<file path="config.mk">
export PLATFORM = sky130hd
export DESIGN_NAME = nexys4_ddr_io
export DESIGN_NICKNAME = d
export VERILOG_FILES = /design/src/mfp_pkg.sv /design/src/mfp_switch_debouncer.sv /design/src/mfp_clock_enable_divider.sv /design/src/mfp_gpio_regs.sv /design/src/mfp_seven_segment_scan.sv /design/src/nexys4_ddr_io.sv
export VERILOG_INCLUDE_DIRS = /design/src /design/src/src
export SDC_FILE = /design/constraint.sdc
export NUM_CORES = 1
export LEC_CHECK = 0
export BUFFER_PORTS_ARGS = -buffer_cell sky130_fd_sc_hd__buf_4
export CAP_MARGIN = 20
export CORE_MARGIN = 1.5
export CORE_UTILIZATION = 50
export CTS_CLUSTER_SIZE = 10
export DETAILED_ROUTE_END_ITERATION = 12
export PLACE_DENSITY = 0.74
export SYNTH_ARGS = -nofsm -noshare
export SYNTH_HDL_FRONTEND = slang
export SYNTH_HIERARCHICAL = 1
export SYNTH_SLANG_ARGS = --single-unit
</file>
<file path="constraint.sdc">
create_clock -name clk -period 2.55 [get_ports clk]
set_input_delay 0 -clock clk [delete_from_list [all_inputs] [get_ports clk]]
set_output_delay 0 -clock clk [all_outputs]
set_load 0.01 [all_outputs]
</file>
<file path="src/mfp_defines.svh">
`ifndef MFP_DEFINES_SVH
`define MFP_DEFINES_SVH

// byte address of register word 0, aligned to the 8-word window.
`define MFP_GPIO_BASE        32'h1f80_0000

// consecutive stable synchronized cycles before a debounced bit moves.
`define MFP_DEBOUNCE_CYCLES  16

// cpu_step period in clock cycles for the medium and slow modes.
`define MFP_DIV_MID          4
`define MFP_DIV_LO           16

// cycles each display digit stays lit.
`define MFP_SCAN_CYCLES      8

`endif

</file>
<file path="src/mfp_pkg.sv">
package mfp_pkg;

    // processor step rate, chosen by the two lowest debounced switches.
    typedef enum logic [1:0] {
        CLK_FULL = 2'd0,  // step on every cycle.
        CLK_MID  = 2'd1,
        CLK_LO   = 2'd2
    } mfp_clk_mode_t;

    // word index inside the register window.
    typedef enum logic [2:0] {
        REG_SWITCHES   = 3'd0,  // read only.
        REG_BUTTONS    = 3'd1,  // read only.
        REG_RED_LEDS   = 3'd2,
        REG_GREEN_LEDS = 3'd3,
        REG_SEG_VALUE  = 3'd4,
        REG_SEG_ENABLE = 3'd5
    } mfp_gpio_reg_t;

endpackage

</file>
<file path="src/mfp_switch_debouncer.sv">
`include "mfp_defines.svh"

module mfp_switch_debouncer #(
    parameter int width = 1
) (
    input  logic             clk,
    input  logic             reset,
    input  logic [width-1:0] sw_in,
    output logic [width-1:0] sw_out
);

    localparam int cnt_w = $clog2(`MFP_DEBOUNCE_CYCLES + 1);
    localparam logic [cnt_w-1:0] cnt_last = cnt_w'(`MFP_DEBOUNCE_CYCLES - 1);

    logic [width-1:0] sync_meta;  // first stage, may go metastable.
    logic [width-1:0] sync_q;
    logic [cnt_w-1:0] stable_cnt [width];

    always_ff @(posedge clk) begin
        if (reset) begin
            sync_meta <= '0;
            sync_q    <= '0;
        end else begin
            sync_meta <= sw_in;
            sync_q    <= sync_meta;
        end
    end

    // a single bit that differs from sw_out and then toggles becomes equal
    // to sw_out again, so the equality test also restarts on a change.
    for (genvar i = 0; i < width; i++) begin : g_bit
        always_ff @(posedge clk) begin
            if (reset) begin
                stable_cnt[i] <= '0;
                sw_out[i]     <= 1'b0;
            end else if (sync_q[i] == sw_out[i]) begin
                stable_cnt[i] <= '0;
            end else if (stable_cnt[i] == cnt_last) begin
                stable_cnt[i] <= '0;
                sw_out[i]     <= sync_q[i];  // held long enough.
            end else begin
                stable_cnt[i] <= stable_cnt[i] + 1'b1;
            end
        end
    end

endmodule

</file>
<file path="src/mfp_clock_enable_divider.sv">
`include "mfp_defines.svh"

module mfp_clock_enable_divider (
    input  logic                  clk,
    input  logic                  reset,
    input  mfp_pkg::mfp_clk_mode_t mode,
    output logic                  cpu_step
);

    import mfp_pkg::*;

    localparam int cnt_w = $clog2(`MFP_DIV_LO);

    mfp_clk_mode_t    mode_q;
    logic [cnt_w-1:0] cnt;

    // reload value for a period of the mode's ratio.
    function automatic logic [cnt_w-1:0] reload_of(mfp_clk_mode_t m);
        logic [cnt_w-1:0] r;
        case (m)
            CLK_MID: r = cnt_w'(`MFP_DIV_MID - 1);
            CLK_LO:  r = cnt_w'(`MFP_DIV_LO - 1);
            default: r = '0;
        endcase
        return r;
    endfunction

    always_ff @(posedge clk) begin
        if (reset) begin
            mode_q   <= CLK_FULL;
            cnt      <= '0;
            cpu_step <= 1'b0;
        end else begin
            mode_q <= mode;
            if (mode != mode_q) begin
                cnt      <= reload_of(mode);  // restart on mode change.
                cpu_step <= 1'b0;
            end else if (mode == CLK_FULL) begin
                cnt      <= '0;
                cpu_step <= 1'b1;
            end else if (cnt == '0) begin
                cnt      <= reload_of(mode);
                cpu_step <= 1'b1;
            end else begin
                cnt      <= cnt - 1'b1;
                cpu_step <= 1'b0;
            end
        end
    end

endmodule

</file>
<file path="src/mfp_gpio_regs.sv">
`include "mfp_defines.svh"

module mfp_gpio_regs (
    input  logic        clk,
    input  logic        reset,

    input  logic [31:0] haddr,
    input  logic [31:0] hwdata,
    input  logic        hwrite,
    output logic [31:0] hrdata,

    input  logic [15:0] switches,
    input  logic [ 4:0] buttons,

    output logic [15:0] red_leds,
    output logic [ 8:0] green_leds,
    output logic [31:0] seg_value,
    output logic [ 7:0] seg_enable
);

    import mfp_pkg::*;

    localparam logic [31:0] gpio_base = `MFP_GPIO_BASE;

    logic          in_window;
    mfp_gpio_reg_t reg_idx;
    logic [31:0]   rdata_next;

    // 8-word window; the low two address bits select a byte and are ignored.
    assign in_window = (haddr[31:5] == gpio_base[31:5]);
    assign reg_idx   = mfp_gpio_reg_t'(haddr[4:2]);

    always_ff @(posedge clk) begin
        if (reset) begin
            red_leds   <= '0;
            green_leds <= '0;
            seg_value  <= '0;
            seg_enable <= '0;
        end else if (hwrite && in_window) begin
            case (reg_idx)
                REG_RED_LEDS:   red_leds   <= hwdata[15:0];
                REG_GREEN_LEDS: green_leds <= hwdata[8:0];
                REG_SEG_VALUE:  seg_value  <= hwdata;
                REG_SEG_ENABLE: seg_enable <= hwdata[7:0];
                default: ;  // switches, buttons and holes are read only.
            endcase
        end
    end

    always_comb begin
        rdata_next = '0;
        if (in_window) begin
            case (reg_idx)
                REG_SWITCHES:   rdata_next = {16'b0, switches};
                REG_BUTTONS:    rdata_next = {27'b0, buttons};
                REG_RED_LEDS:   rdata_next = {16'b0, red_leds};
                REG_GREEN_LEDS: rdata_next = {23'b0, green_leds};
                REG_SEG_VALUE:  rdata_next = seg_value;
                REG_SEG_ENABLE: rdata_next = {24'b0, seg_enable};
                default:        rdata_next = '0;
            endcase
        end
    end

    // read data lands one cycle after the address and holds over writes.
    always_ff @(posedge clk) begin
        if (reset) begin
            hrdata <= '0;
        end else if (!hwrite) begin
            hrdata <= rdata_next;
        end
    end

endmodule

</file>
<file path="src/mfp_seven_segment_scan.sv">
`include "mfp_defines.svh"

module mfp_seven_segment_scan (
    input  logic        clk,
    input  logic        reset,
    input  logic [31:0] seg_value,
    input  logic [ 7:0] seg_enable,
    output logic [ 7:0] an,
    output logic [ 7:0] seg
);

    localparam int scan_w = $clog2(`MFP_SCAN_CYCLES);
    localparam logic [scan_w-1:0] scan_last = scan_w'(`MFP_SCAN_CYCLES - 1);

    logic [scan_w-1:0] scan_cnt;
    logic [2:0]        digit;
    logic [3:0]        nibble;
    logic [6:0]        segs_on;  // a..g, active high.

    always_ff @(posedge clk) begin
        if (reset) begin
            scan_cnt <= '0;
            digit    <= '0;
        end else if (scan_cnt == scan_last) begin
            scan_cnt <= '0;
            digit    <= digit + 1'b1;  // wraps after digit 7.
        end else begin
            scan_cnt <= scan_cnt + 1'b1;
        end
    end

    assign nibble = seg_value[digit*4 +: 4];

    always_comb begin
        case (nibble)
            4'h0: segs_on = 7'b1111110;
            4'h1: segs_on = 7'b0110000;
            4'h2: segs_on = 7'b1101101;
            4'h3: segs_on = 7'b1111001;
            4'h4: segs_on = 7'b0110011;
            4'h5: segs_on = 7'b1011011;
            4'h6: segs_on = 7'b1011111;
            4'h7: segs_on = 7'b1110000;
            4'h8: segs_on = 7'b1111111;
            4'h9: segs_on = 7'b1111011;
            4'ha: segs_on = 7'b1110111;
            4'hb: segs_on = 7'b0011111;
            4'hc: segs_on = 7'b1001110;
            4'hd: segs_on = 7'b0111101;
            4'he: segs_on = 7'b1001111;
            default: segs_on = 7'b1000111;
        endcase
    end

    // seg is {a, b, c, d, e, f, g, dp}, all active low.
    always_comb begin
        if (seg_enable[digit]) begin
            an  = ~(8'b1 << digit);
            seg = {~segs_on, 1'b1};  // dp stays dark.
        end else begin
            an  = 8'hff;
            seg = 8'hff;
        end
    end

endmodule

</file>
<file path="src/nexys4_ddr_io.sv">
module nexys4_ddr_io (
    input  logic        clk,
    input  logic        reset,

    input  logic        btnc,
    input  logic        btnu,
    input  logic        btnl,
    input  logic        btnr,
    input  logic        btnd,

    input  logic [15:0] sw,

    output logic [15:0] led,

    output logic        led16_b,
    output logic        led16_g,
    output logic        led16_r,
    output logic        led17_b,
    output logic        led17_g,
    output logic        led17_r,

    output logic        ca,
    output logic        cb,
    output logic        cc,
    output logic        cd,
    output logic        ce,
    output logic        cf,
    output logic        cg,
    output logic        dp,

    output logic [ 7:0] an,

    input  logic [31:0] haddr,
    input  logic [31:0] hwdata,
    input  logic        hwrite,
    output logic [31:0] hrdata,

    output logic        cpu_step
);

    import mfp_pkg::*;

    logic [15:0]   sw_db;
    logic [ 4:0]   btn_db;
    mfp_clk_mode_t mode;
    logic [ 8:0]   green_leds;
    logic [31:0]   seg_value;
    logic [ 7:0]   seg_enable;
    logic [ 7:0]   seg;

    mfp_switch_debouncer #(.width (16)) sw_debouncer (
        .clk    ( clk    ),
        .reset  ( reset  ),
        .sw_in  ( sw     ),
        .sw_out ( sw_db  )
    );

    mfp_switch_debouncer #(.width (5)) btn_debouncer (
        .clk    ( clk                              ),
        .reset  ( reset                            ),
        .sw_in  ( {btnu, btnd, btnl, btnc, btnr}   ),
        .sw_out ( btn_db                           )
    );

    // slow mode wins when both low switches are up.
    always_comb begin
        if (sw_db[0])
            mode = CLK_LO;
        else if (sw_db[1])
            mode = CLK_MID;
        else
            mode = CLK_FULL;
    end

    mfp_clock_enable_divider mfp_clock_enable_divider (
        .clk      ( clk      ),
        .reset    ( reset    ),
        .mode     ( mode     ),
        .cpu_step ( cpu_step )
    );

    mfp_gpio_regs mfp_gpio_regs (
        .clk        ( clk        ),
        .reset      ( reset      ),
        .haddr      ( haddr      ),
        .hwdata     ( hwdata     ),
        .hwrite     ( hwrite     ),
        .hrdata     ( hrdata     ),
        .switches   ( sw_db      ),
        .buttons    ( btn_db     ),
        .red_leds   ( led        ),
        .green_leds ( green_leds ),
        .seg_value  ( seg_value  ),
        .seg_enable ( seg_enable )
    );

    mfp_seven_segment_scan mfp_seven_segment_scan (
        .clk        ( clk        ),
        .reset      ( reset      ),
        .seg_value  ( seg_value  ),
        .seg_enable ( seg_enable ),
        .an         ( an         ),
        .seg        ( seg        )
    );

    // upper green bits have no pin on this board.
    assign {led17_r, led17_g, led17_b, led16_r, led16_g, led16_b} = green_leds[5:0];

    assign {ca, cb, cc, cd, ce, cf, cg, dp} = seg;

endmodule

</file>
==> impl_metrics.tcl <==
set metrics [dict create \
    viasPerCell 5.227 \
    pre_cts_slack_ns 0.1950 \
    cp_cell_sequence "mux4_2 -> mux2_4 -> buf_6 -> ha_4 -> mux2i_1 -> o221ai_2 -> buf_4" \
    tritoncts "built" \
    dp_hpwl_um 21000 \
    wirelength_um 30620 \
    h-tree-depth 2 \
    synth_commonest_cells "dfxtp_1, nor2_1, nand2_1" \
    avgSynthCellArea_um2 10.49 \
    cts_inserted_buffers 34 \
    grt_max_degree 76 \
    crit_fanout 5 \
    slowest_stage "mux4_2" \
    nFillCells 2023 \
    status "complete, but fails checks" \
    slowest_delay_ns 0.50 \
    maxCapViolCount 0 \
    critical_path_class "register to output pin" \
    min_period_ns 2.560 \
    p_per_area_nw_per_um2 588.5 \
    die_area_um2 26770 \
    crit_family "multiplexers" \
    grt_pass1_wl_um 49040 \
    ys_types 62 \
    num_vias 9947 \
    clockBufferDepth 3 \
    core_um2 25250 \
    clk_latency_ns 0.51 \
    maxSlewHeadroom 0.5188 \
    end_kind "output pin" \
    dieHeight_um 163.6 \
    io_buffers 155 \
    drive_gt1_frac 0.1894 \
    area_growth_pct 28.34 \
    synth-seq-cells 278 \
    async_reset_ff_frac 0 \
    arrival_ns 2.56 \
    synth_cells 1229 \
    clk_pin_slew_ns 0.06 \
    multiInputGateArea_um2 6248 \
    drc_errors 0 \
    grt_usage 0.2318 \
    worstPathRequired_ns 2.55 \
    clkSinkCount 278 \
    period_share 1.004 \
    final-seq-area_um2 6624 \
    synth-edff-count 105 \
    setup_viol 1 \
    first_global_vias 9870 \
    peakVddDrop_v 0.0005378 \
    synth.largest_area_cell "dfxtp_1" \
    synth_warnings 6 \
    synth_top_area_frac 0.2685 \
    fin_nets 1696 \
    critPathBufInv 2 \
    cts_root_buf "clkbuf_16" \
    worstMarginPinSlew_ns 0.7175 \
    leakagePower_nw 6.775 \
    dr.pass1.iters 5 \
    detail_route.wl_per_cell_um 16.09 \
    synth_area_leaders "dfxtp_1, edfxtp_1, mux2i_1" \
    skew_ns 0.01926 \
    gp_congestion 0.8720 \
    initial_core_util 0.5107 \
    yosysSeqAreaShare 0.5130 \
    post-synth-top-count-cell "dfxtp_1" \
    clock.fmax_ghz 0.3906 \
    antenna_cells_inserted 0 \
    pin_count 159 \
    synth_area_um2 12900 \
    total_power_w 0.009740 \
    finalHoldViolations 0 \
    ys.flop_type "dfxtp_1" \
    antenna_left 0 \
    rows 58 \
    violations "setup timing" \
    rsz0062_at_grt "true" \
    start_kind "register" \
    die_w_um 163.6 \
    antenna_found_initial 0 \
    grt-ovfl-total 0 \
    slew_violations 0 \
    drt_iter0_drc 792 \
    hold_class "primary input to register" \
    fin_ws_ns -0.01042 \
]
-- kinds of logic (layout without fill, tap and decap cells) --
| group | after synthesis | count (layout) | share of synthesized area |
|---|---|---|---|
| buf+inv | 120 | 361 | 0.03968 |
| xor+xnor | 66 | 66 | 0.04598 |
| mux | 101 | 101 | 0.08896 |
| compound gates | 150 | 150 | 0.08042 |
| other cells | 3 | 106 | 0.0008730 |
| flops | 278 | 278 | 0.5130 |
| fa+ha+maj | 59 | 59 | 0.05724 |
| simple gates | 452 | 452 | 0.1738 |
-- area by class of cell --
class | count | share of cell area
timing repair buffer | 244 | 0.1222
inverter | 57 | 0.01308
clock inverter | 3 | 0.002343
clock buffer | 57 | 0.05972
sequential | 278 | 0.4002
multi-input combinational | 934 | 0.3775
tap | 330 | 0.02495
-- placed cells by master, fill, tap and decap left out, drive strengths merged, types with 5 or more instances in the layout --
| master | n |
|---|---|
| ha | 59 |
| nand3 | 23 |
| mux2i | 83 |
| edfxtp | 105 |
| mux2 | 9 |
| inv | 58 |
| xor2 | 21 |
| mux4 | 9 |
| xnor2 | 45 |
| o21ai | 34 |
| dfxtp | 173 |
| or3 | 25 |
| nand2b | 5 |
| dlygate4sd3 | 62 |
| nand2 | 122 |
| nor3 | 7 |
| nor2b | 43 |
| nor2 | 144 |
| a21oi | 44 |
| clkbuf | 57 |
| and3 | 22 |
| o2bb2ai | 10 |
| nand4 | 32 |
| o221ai | 7 |
| buf | 182 |
| conb | 106 |
| a211oi | 6 |
| o31ai | 30 |
| or4 | 8 |
-- final timing paths --
path	startpoint	endpoint	slack, ns	cells after the start
max	mfp_seven_segment_scan/digit[1]	cf	-0.01	7
min	haddr[2]	mfp_gpio_regs/hrdata[7]	0.15	5
min reg2reg	sw_debouncer/sync_meta[4]	sw_debouncer/sync_q[4]	0.43	1
max reg2reg	sw_debouncer/sw_out[0]	mfp_clock_enable_divider/cnt[3]	0.58	7
-- state kept, by name, indices dropped and copies added (netlist names), 4 cells and up --
name / count
mfp_clock_enable_divider/cnt: 4
sw_debouncer/sync_meta: 16
btn_debouncer/sync_meta: 5
mfp_gpio_regs/seg_enable: 8
btn_debouncer/stable_cnt: 25
btn_debouncer/sync_q: 5
mfp_gpio_regs/seg_value: 32
sw_debouncer/sw_out: 16
btn_debouncer/sw_out: 5
mfp_gpio_regs/green_leds: 9
mfp_gpio_regs/red_leds: 16
sw_debouncer/stable_cnt: 80
mfp_gpio_regs/hrdata: 32
sw_debouncer/sync_q: 16
-- worst min-delay path, delay by kind of cell --
| family | cells | cell delay (ns) |
|---|---|---|
| compound gates | 3 | 0.27 |
| simple gates | 1 | 0.11 |
| buf+inv | 1 | 0.21 |
-- power by group --
part           switching [W]  total [W]  leakage [nW]  internal, W
clock                0.00178    0.00443         0.494      0.00265
sequential         0.0000624    0.00478          2.49      0.00472
combinational       0.000270   0.000533          3.79     0.000263
-- what timing repair did --
item	CTS	global route
setup buffers	5	2
gates resized for setup	15	9
setup endpoints to repair	7	7
hold buffers	62	0
hold endpoints to repair	105	0
pin swaps	2	3
cloned	0	0
-- routing by layer --
metal,vias to the layer above,track usage,part of all wire
met5,-,0,0
met4,0,0.07521,0.022
met3,64,0.03834,0.068
met2,356,0.3962,0.48
met1,4661,0.2978,0.43
li1,4866,-,-
-- per-stage QoR --
step           hold slack (ns)  utilization  cell area, um^2  std cells  setup TNS, ns
2_1_floorplan          0.06669            -            13280       1332              0
3_3_place_gp            0.2171       0.5836            14740       1774              0
3_5_place_dp            0.2172       0.5836            14740       1774              0
4_1_cts                 0.1364       0.6534            16500       1901       -0.01545
5_1_grt                 0.1666       0.6554            16550       1903        -0.2838
6_report                0.1470       0.6554            16550       1903       -0.01042
Note: power is estimated with default switching activity, not from simulation.
